===== src/verilog/mem_tile_pkg.sv =====
// Widths and defaults for the banked memory tile.
// SramDataWidthDefault must divide WideDataWidth, and all sizes are powers of two.
// The defaults give at least two macro rows, so the row select is never zero bits wide.

`default_nettype none

package mem_tile_pkg;

  ////////////////////
  // tile word
  ////////////////////

  // one request moves a whole tile word
  localparam int unsigned WideDataWidth = 128;

  // one strobe per byte
  localparam int unsigned WideStrbWidth = WideDataWidth / 8;

  ////////////////////
  // tile capacity
  ////////////////////

  // capacity in bytes
  localparam int unsigned MemTileSize = 4096;

  // byte address, covers the whole tile
  localparam int unsigned MemAddrWidth = $clog2(MemTileSize);

  ////////////////////
  // macro defaults
  ////////////////////

  // width of one macro, a tile word spans several of these
  localparam int unsigned SramDataWidthDefault = 64;

  // depth of one macro in words
  localparam int unsigned SramNumWordsDefault = 64;

  ////////////////////
  // types
  ////////////////////

  // tile word and its byte strobes
  typedef logic [WideDataWidth-1:0] wide_data_t;
  typedef logic [WideStrbWidth-1:0] wide_strb_t;

  // byte address into the tile
  typedef logic [MemAddrWidth-1:0] mem_addr_t;

endpackage

`default_nettype wire


===== src/verilog/rdata_select.sv =====
// Response side of the tile. rvalid_o pulses once per request, reads and writes alike.
// rdata_o is only meaningful when rvalid_o answers a read.

`timescale 1ns/10ps
`default_nettype none

module rdata_select #(
  parameter  int unsigned SramDataWidth   = mem_tile_pkg::SramDataWidthDefault,
  parameter  int unsigned SramNumWords    = mem_tile_pkg::SramNumWordsDefault,
  localparam int unsigned NumBanksPerWord = mem_tile_pkg::WideDataWidth / SramDataWidth,
  localparam int unsigned NumBankRows     =
    (mem_tile_pkg::MemTileSize / mem_tile_pkg::WideStrbWidth) / SramNumWords,
  localparam int unsigned RowSelWidth     = $clog2(NumBankRows)
) (
  input  logic                     clk_i,
  input  logic                     rst_i,
  input  logic                     bank_req_i,
  input  logic                     rd_pending_i,
  input  logic [RowSelWidth-1:0]   row_sel_i,
  input  logic [NumBankRows-1:0][NumBanksPerWord-1:0][SramDataWidth-1:0] macro_rdata_i,
  output logic                     rvalid_o,
  output mem_tile_pkg::wide_data_t rdata_o
);

  logic                   rvalid_q;
  logic [RowSelWidth-1:0] row_sel_q;

  ////////////////////
  // response control
  ////////////////////

  // same edge as the macro read
  always_ff @(posedge clk_i) begin
    if (rst_i) begin
      rvalid_q  <= 1'b0;
      row_sel_q <= '0;
    end else begin
      rvalid_q <= bank_req_i;
      // writes leave the select alone, it keeps pointing at the last read row
      if (rd_pending_i) begin
        row_sel_q <= row_sel_i;
      end
    end
  end

  ////////////////////
  // read data
  ////////////////////

  // each bank picks the macro that was actually read
  for (genvar b = 0; b < NumBanksPerWord; b++) begin : gen_rdata
    assign rdata_o[b*SramDataWidth +: SramDataWidth] = macro_rdata_i[row_sel_q][b];
  end

  assign rvalid_o = rvalid_q;

endmodule

`default_nettype wire


===== config.mk =====
export PLATFORM = sky130hd
export DESIGN_NAME = rdata_select
export DESIGN_NICKNAME = d
export VERILOG_FILES = /design/src/verilog/mem_tile_pkg.sv /design/src/verilog/rdata_select.sv
export SDC_FILE = /design/constraint.sdc
export NUM_CORES = 1
export LEC_CHECK = 0
export ABC_CLOCK_PERIOD_IN_PS = 1200
export BUFFER_PORTS_ARGS = -buffer_cell sky130_fd_sc_hd__buf_4
export CAP_MARGIN = 20
export CORE_AREA = 8 8 242 244
export DETAILED_ROUTE_END_ITERATION = 12
export DIE_AREA = 0 0 250 252
export HOLD_SLACK_MARGIN = 0.05
export PLACE_DENSITY = 0.39
export SYNTH_ARGS = -nofsm -noshare
export SYNTH_HDL_FRONTEND = slang
export SYNTH_SLANG_ARGS = --single-unit

===== constraint.sdc =====
create_clock -name clk_i -period 1.2 [get_ports clk_i]
set_input_delay 0.12 -clock clk_i [delete_from_list [all_inputs] [get_ports clk_i]]
set_output_delay 0.12 -clock clk_i [all_outputs]
set_load 0.01 [all_outputs]

==> results of run 1 <==
metal layers:
layer	track usage	vias to the layer above
met4	0.0118	12
met2	0.233	465
met5	0	-
li1	-	2202
met1	0.151	2639
met3	0.0672	24
kinds of logic (layout without fill, tap and decap cells):
logic type,after synthesis,after routing,share of synthesized area
buffers and inverters,28,701,0.0692
DFF,3,3,0.0188
muxes,130,130,0.908
other,0,2,0
and+or+nand+nor,3,3,0.00431
area by class of cell:
type / count / area, um2 / share of cell area
Sequential cell: 3 / 67.6 / 0.00695
Tap cell: 704 / 881 / 0.0906
Multi-Input combinational cell: 133 / 2920 / 0.300
Timing Repair Buffer: 697 / 5770 / 0.594
Clock buffer: 4 / 78.8 / 0.00811
Antenna cell: 2 / 5.00 / 0.000515
through the flow:
| stage | hold WS, ns | TNS, ns | instances | worst slack (ns) |
|---|---|---|---|---|
| floorplan | 0.183 | -13.50 | 164 | -0.121 |
| global placement | 0.297 | -44.01 | 1523 | -0.476 |
| detailed placement | 0.305 | -44.80 | 1523 | -0.483 |
| CTS | 0.0739 | -72.78 | 1538 | -0.661 |
| global route | 0.0791 | -76.69 | 1541 | -0.685 |
| finish | 0.0767 | -69.50 | 1543 | -0.629 |
synthesized netlist by cell type:
cell        n
buf_1       1
clkbuf_1    1
nor2_1      2
nor2b_1     1
buf_4       1
dfxtp_1     3
mux2i_1     2
buf_6      13
mux4_2    128
buf_2      12
how the worst min path moves through the flow:
stage	slack (ns)	depth (start not counted)	to	start
final	0.08	2	row_sel_q[1]	rst_i
after global routing	0.08	2	rvalid_o	rst_i
after CTS	0.07	2	rvalid_o	rst_i
after detailed placement	0.30	2	rvalid_o	rst_i
after global placement	0.30	2	row_sel_q[1]	rst_i
after floorplan	0.18	1	row_sel_q[0]	rst_i
timing repair:
item	4_1_cts	5_1_grt
setup endpoints to repair	128	128
resized for setup	92	1
setup buffers	11	3
registers in the layout, summed over array words and instances, names as in the netlist:
signal,count
row_sel_q,2
rvalid_o,1
critical path, delay by kind of cell, from the launching register on:
family   cells  cell delay [ns]
mux          1             0.58
flops        1             0.38
buf+inv      3             0.49
report_power, final:
group | switching [mW] | internal [mW]
Clock | 0.0849 | 0.438
Sequential | 0.00823 | 0.105
Combinational | 1.69 | 2.70
==> flow_metrics.tcl, run 1 <==
set metrics [dict create \
    die_h_um 252 \
    required_ns 1.08 \
    crit_type "flip-flop to output port" \
    core-area_um2 54700 \
    violations "negative setup slack" \
    wl_met2_mm 22.2 \
    max_cap_viol_count 0 \
    m1WireLength_mm 16.8 \
    cts_hold_buf 0 \
    synth_area_um2 3200 \
    layout_commonest_cell "buf_4" \
    total_power_mw 5.03 \
    ys_top_cells_by_area "mux4_2 (90%), buf_6 (4.6%), buf_2 (1.9%), dfxtp_1 (1.9%), mux2i_1 (0.63%)" \
    via_count 5342 \
    stdcell_area_um2 9720 \
    synth_cells 164 \
    cts_made_buffers 3 \
    setup_viol 128 \
    wl_mm 45.2 \
    detail-route-antenna-nets 0 \
    via_per_inst 3.46 \
    r2r_setup_slack_ns 0.24 \
    status "finished, violations left" \
    cts_sinks 3 \
    start_util 0.0585 \
    drive_gt1_frac 0.992 \
    clock_latency_ns 0.22 \
    drt-initial-drc-count 219 \
    grt_max_degree 52 \
    track_usage 0.134 \
    yosysSeqAreaShare 0.0188 \
    period_share 1.52 \
    ys_warn_count 0 \
    path_clk_slew_ns 0.03 \
    maxSlewViolCount 0 \
    nFillCells 6110 \
    syn_area_per_cell_um2 19.5 \
    r2r_end "row_sel_q[0]" \
    area_delta_synth_final_pct 204 \
    grt_pass1_vias 6378 \
    worst_slew_pin_slew_ns 0.313 \
    report.final.hold_viol_count 0 \
    fmax_mhz 547 \
    syn_nets 682 \
    crit_arrival_ns 1.71 \
    dr.pass1.iters 4 \
    dpl_cell_area_um2 9170 \
    layout_setup_ws_ns -0.629 \
    synth_top_area_frac 0.901 \
    min_period_ns 1.83 \
    rows 86 \
    die_w_um 250 \
    dieArea_um2 63000 \
    cp-end-kind "output port" \
    gp_congestion 0.844 \
    synth.largest_area_cell "mux4_2" \
    yosysUniqueCellTypes 10 \
    power.leakage_nw 4.31 \
    overflow 0 \
    reg2reg_from "row_sel_q[0]" \
    utilization 0.178 \
    clockBufferDepth 2 \
    slew_headroom 0.791 \
    cts_root_buffer "clkbuf_16" \
    grt_pass1_wl_mm 58.5 \
    crit_end "rdata_o[76]" \
    routedWlPerCell_um 29.3 \
    wl_met3_mm 5.80 \
    port_buffers 646 \
    antenna_found_initial 12 \
    worstPathCellList "buf_12 -> buf_12 -> mux4_2 -> buf_6" \
    ys_ff_latch 3 \
    start_kind "flip-flop" \
    worst_ir_drop_vdd_uv 275 \
    drc 0 \
    cp_max_fo 11 \
    reg2reg_depth 4 \
    crit_path_top_delay_cell "mux4_2" \
    htreeDepth 1 \
    ios 647 \
    crit_top_cell "buf_12" \
    hold_path.class "input pin to flip-flop" \
    tritoncts "yes" \
    layout_common_cells "buf_4 (589), mux4_2 (128), buf_6 (93)" \
    rsz0062_at_grt "yes" \
    critPathMaxStageDelay_ns 0.58 \
    routed.top_layer "met5" \
    place_hpwl_mm 42.3 \
    finalNetCount 1356 \
    powerDensity_nw_per_um2 518 \
    fin_skew_ns 0 \
    startpoint "row_sel_q[0]" \
]
Note: power is estimated with default switching activity, not from simulation.
==> run 2, diff against run 1 <==
SKIP_LAST_GASP = 1   (was not set)
==> flow_metrics.tcl, run 2 (same netlist as run 1, synthesis figures left out) <==
set metrics [dict create \
    start_kind "flip-flop" \
    status "finished, violations left" \
    drive_gt1_frac 0.992 \
    layout_common_cells "buf_4 (678), mux4_2 (128), buf_12 (15)" \
    setup_viol 128 \
    clock_latency_ns 0.22 \
    cts_root_buffer "clkbuf_16" \
    rows 86 \
    total_power_mw 4.78 \
    cts_hold_buf 0 \
    top_register "row_sel_q" \
    die_w_um 250 \
    track_usage 0.133 \
    ios 647 \
    max_cap_viol_count 0 \
    p_switching_mw 1.73 \
    area_delta_synth_final_pct 194 \
    pwr-share-clk 0.109 \
    crit_path_top_delay_cell "mux4_2" \
    required_ns 1.08 \
    wl_mm 45.2 \
    crit_arrival_ns 1.72 \
    worst_slew_pin_slew_ns 0.317 \
    hold_path.class "input pin to flip-flop" \
    nFillCells 6130 \
    report.final.hold_viol_count 0 \
    antenna_found_initial 11 \
    dieArea_um2 63000 \
    comb_power_share 0.867 \
    dpl_cell_area_um2 9170 \
    largest_register_ffs 2 \
    place_hpwl_mm 42.3 \
    maxSlewViolCount 0 \
    violations "negative setup slack" \
    crit_top_cell "buf_12" \
    min_period_ns 1.84 \
    port_buffers 646 \
    layout_setup_ws_ns -0.639 \
    path_clk_slew_ns 0.03 \
    start_util 0.0585 \
    stdcell_area_um2 9390 \
    via_per_inst 3.46 \
    die_h_um 252 \
    rsz0062_at_grt "yes" \
    critPathMaxStageDelay_ns 0.56 \
    cp-end-kind "output port" \
    cp_max_fo 15 \
    stdcell_count 1545 \
    power.leakage_nw 4.20 \
    drc 0 \
    core-area_um2 54700 \
    intPower_mw 3.05 \
    fmax_mhz 544 \
    dr.pass1.iters 4 \
    worstPathCellList "buf_12 -> buf_12 -> mux4_2 -> buf_4" \
    gp_congestion 0.844 \
    slew_headroom 0.789 \
    tritoncts "yes" \
    fin_skew_ns 0 \
    cts_made_buffers 3 \
    cts_sinks 3 \
    clockBufferDepth 2 \
    crit_type "flip-flop to output port" \
    grt_pass1_vias 6367 \
    dp.cells 1523 \
    seqPwrFrac 0.024 \
    finalNetCount 1356 \
    tns_ns -70.59 \
    period_share 1.53 \
    htreeDepth 1 \
    grt_max_degree 52 \
    swShare 0.362 \
    powerDensity_nw_per_um2 509 \
    cp_top_family "multiplexers" \
    worst_ir_drop_vdd_uv 275 \
    cp_num_buf_inv 3 \
    drt-initial-drc-count 241 \
    detail-route-antenna-nets 0 \
    via_count 5349 \
    layout_commonest_cell "buf_4" \
    overflow 0 \
    grt_pass1_wl_mm 58.4 \
    pre_cts_slack_ns -0.483 \
    routedWlPerCell_um 29.3 \
]
## run 2: cell types whose count changed in the layout (fill, tap and decap cells not counted)
cell / before / now
buf_6: 93 / 4
buf_4: 589 / 678
diode_2: 2 / 4
## run 2: per-stage QoR
step           hold slack (ns)  utilization
2_1_floorplan            0.183            -
3_3_place_gp             0.297        0.168
3_5_place_dp             0.305        0.168
4_1_cts                 0.0739        0.171
5_1_grt                 0.0791        0.172
6_report                0.0765        0.172
## run 2: power by group through the flow
stage	sequential (mW)	combinational (mW)	clock [mW]
finish	0.113	4.15	0.523
CTS	0.114	4.25	0.535
detailed placement	0.114	4.19	0
floorplan	0.112	1.37	0
global placement	0.114	4.19	0
global route	0.115	4.38	0.549
## run 2: worst paths after layout
check,cells after the start,to,slack [ns],start
worst max-delay path,4,rdata_o[109],-0.64,row_sel_q[0]
worst min-delay path,2,row_sel_q[1],0.08,rst_i
worst max register to register,4,row_sel_q[0],0.24,row_sel_q[0]
worst min register to register,3,row_sel_q[1],0.82,row_sel_q[1]
## run 2: repair_timing
item                       4_1_cts  5_1_grt
pin swaps                        0        0
buffers inserted                11        3
gates resized for setup          2        2
setup endpoints to repair      128      128
## run 2: worst register-to-register path, stage by stage (launching register included)
cell	delay, ns
dfxtp_4	0.36
buf_12	0.17
mux2i_1	0.14
nor2_1	0.05
buf_4	0.13
## run 2: routing by layer
metal / share of wire / GRT usage
met2: 0.49 / 0.233
met4: 0.0091 / 0.0120
met5: 0.0015 / 0
met3: 0.13 / 0.0663
met1: 0.38 / 0.151
## run 2: layout make-up
| type | instances | area (um2) | share of cell area |
|---|---|---|---|
| tap | 704 | 881 | 0.0938 |
| timing repair buffer | 697 | 5440 | 0.579 |
| multi-input combinational | 133 | 2920 | 0.311 |
| sequential | 3 | 67.6 | 0.00720 |
| clock buffer | 4 | 78.8 | 0.00840 |
| antenna | 4 | 10.0 | 0.00107 |
==> run 3, diff against run 2 <==
ABC_CLOCK_PERIOD_IN_PS = 1500   (was 1200)
clock period = 1.5 ns   (was 1.2 ns; I/O delays follow)
==> flow_metrics.tcl, run 3 (same netlist as run 1, synthesis figures left out) <==
set metrics [dict create \
    worst_slew_pin_slew_ns 0.211 \
    drt-initial-drc-count 211 \
    pre_cts_slack_ns -0.347 \
    crit_path_top_delay_cell "mux4_2" \
    overflow 0 \
    die_w_um 250 \
    clockBufferDepth 2 \
    required_ns 1.35 \
    path_clk_slew_ns 0.03 \
    finalNetCount 1356 \
    nFillCells 6106 \
    min_period_ns 1.89 \
    start_kind "flip-flop" \
    dp.cells 1522 \
    hold_path.class "input pin to flip-flop" \
    cp-end-kind "output port" \
    dieArea_um2 63000 \
    status "finished, violations left" \
    slew_headroom 0.859 \
    cp_max_fo 12 \
    gp_congestion 0.886 \
    period_share 1.26 \
    grt_pass1_wl_mm 51.5 \
    worstPathCellList "buf_12 -> bufbuf_16 -> mux4_2 -> buf_4" \
    routedWlPerCell_um 25.5 \
    start_util 0.0585 \
    rows 86 \
    place_hpwl_mm 36.3 \
    dpl_cell_area_um2 9110 \
    htreeDepth 1 \
    total_power_mw 3.91 \
    wl_mm 39.4 \
    ios 647 \
    cts_sinks 3 \
    top_register "row_sel_q" \
    via_per_inst 3.40 \
    cts_root_buffer "clkbuf_16" \
    layout_commonest_cell "buf_4" \
    crit_arrival_ns 1.74 \
    layout_setup_ws_ns -0.395 \
    dr.pass1.iters 4 \
    critPathMaxStageDelay_ns 0.51 \
    die_h_um 252 \
    tritoncts "yes" \
    setup_viol 128 \
    fmax_mhz 528 \
    track_usage 0.115 \
    largest_register_ffs 2 \
    drc 0 \
    stdcell_count 1545 \
    antenna_found_initial 7 \
    clock_latency_ns 0.22 \
    layout_common_cells "buf_4 (617), mux4_2 (128), buf_6 (55)" \
    detail-route-antenna-nets 0 \
    max_cap_viol_count 0 \
    powerDensity_nw_per_um2 402 \
    report.final.hold_viol_count 0 \
    maxSlewViolCount 0 \
    stdcell_area_um2 9710 \
    area_delta_synth_final_pct 204 \
    grt_pass1_vias 6281 \
    cts_hold_buf 0 \
    violations "negative setup slack" \
    worst_ir_drop_vdd_uv 234 \
    cts_made_buffers 3 \
    crit_type "flip-flop to output port" \
    grt_max_degree 23 \
    via_count 5259 \
    core-area_um2 54700 \
    rsz0062_at_grt "yes" \
    port_buffers 646 \
    drive_gt1_frac 0.992 \
    fin_skew_ns 0 \
    power.leakage_nw 4.31 \
]
run 3: cell types whose count changed in the layout (fill, tap and decap cells not counted):
cell / delta
buf_4: -61
buf_8: +7
buf_12: -2
buf_6: +51
buf_16: +4
bufbuf_16: +1
run 3: through the flow:
stage / TNS, ns / utilization / hold slack (ns)
floorplan: 0 / - / 0.222
global placement: -12.34 / 0.167 / 0.327
detailed placement: -12.59 / 0.167 / 0.326
CTS: -44.18 / 0.177 / 0.0927
global route: -47.14 / 0.178 / 0.107
finish: -39.88 / 0.178 / 0.0933
run 3: final timing paths:
kind | startpoint | to | slack, ns | cells past startpoint
worst max-delay path | row_sel_q[0] | rdata_o[110] | -0.39 | 4
worst min-delay path | rst_i | row_sel_q[1] | 0.09 | 2
worst max register to register | row_sel_q[0] | row_sel_q[0] | 0.44 | 5
worst min register to register | row_sel_q[1] | row_sel_q[1] | 0.88 | 4
run 3: repair_timing:
item	4_1_cts	5_1_grt
gates cloned	3	0
buffers inserted	10	2
resized for setup	71	8
setup endpoints to repair	128	128
hold endpoints to repair	0	0
run 3: area by class of cell:
class | count | area [um2] | share of cell area
Timing Repair Buffer | 697 | 5760 | 0.593
Multi-Input combinational cell | 133 | 2920 | 0.300
Sequential cell | 3 | 67.6 | 0.00696
Clock buffer | 4 | 78.8 | 0.00812
Tap cell | 704 | 881 | 0.0907
Antenna cell | 4 | 10.0 | 0.00103
run 3: power breakdown:
group / internal [mW] / switching (mW)
registers: 0.0839 / 0.00537
clock network: 0.351 / 0.0746
logic: 2.13 / 1.26
total: 2.57 / 1.34
run 3: routing by layer:
| metal | vias up | part of all wire | GRT usage |
|---|---|---|---|
| li1 | 2212 | - | - |
| met1 | 2576 | 0.36 | 0.123 |
| met2 | 446 | 0.52 | 0.211 |
| met3 | 25 | 0.096 | 0.0396 |
| met4 | 0 | 0.027 | 0.0338 |
| met5 | - | 0 | 0 |
run 3: worst max-delay path: cells and delay by family, from the launching register on:
kind | cells | cell delay, ns
buffers and inverters | 3 | 0.62
multiplexers | 1 | 0.51
flip-flops | 1 | 0.36
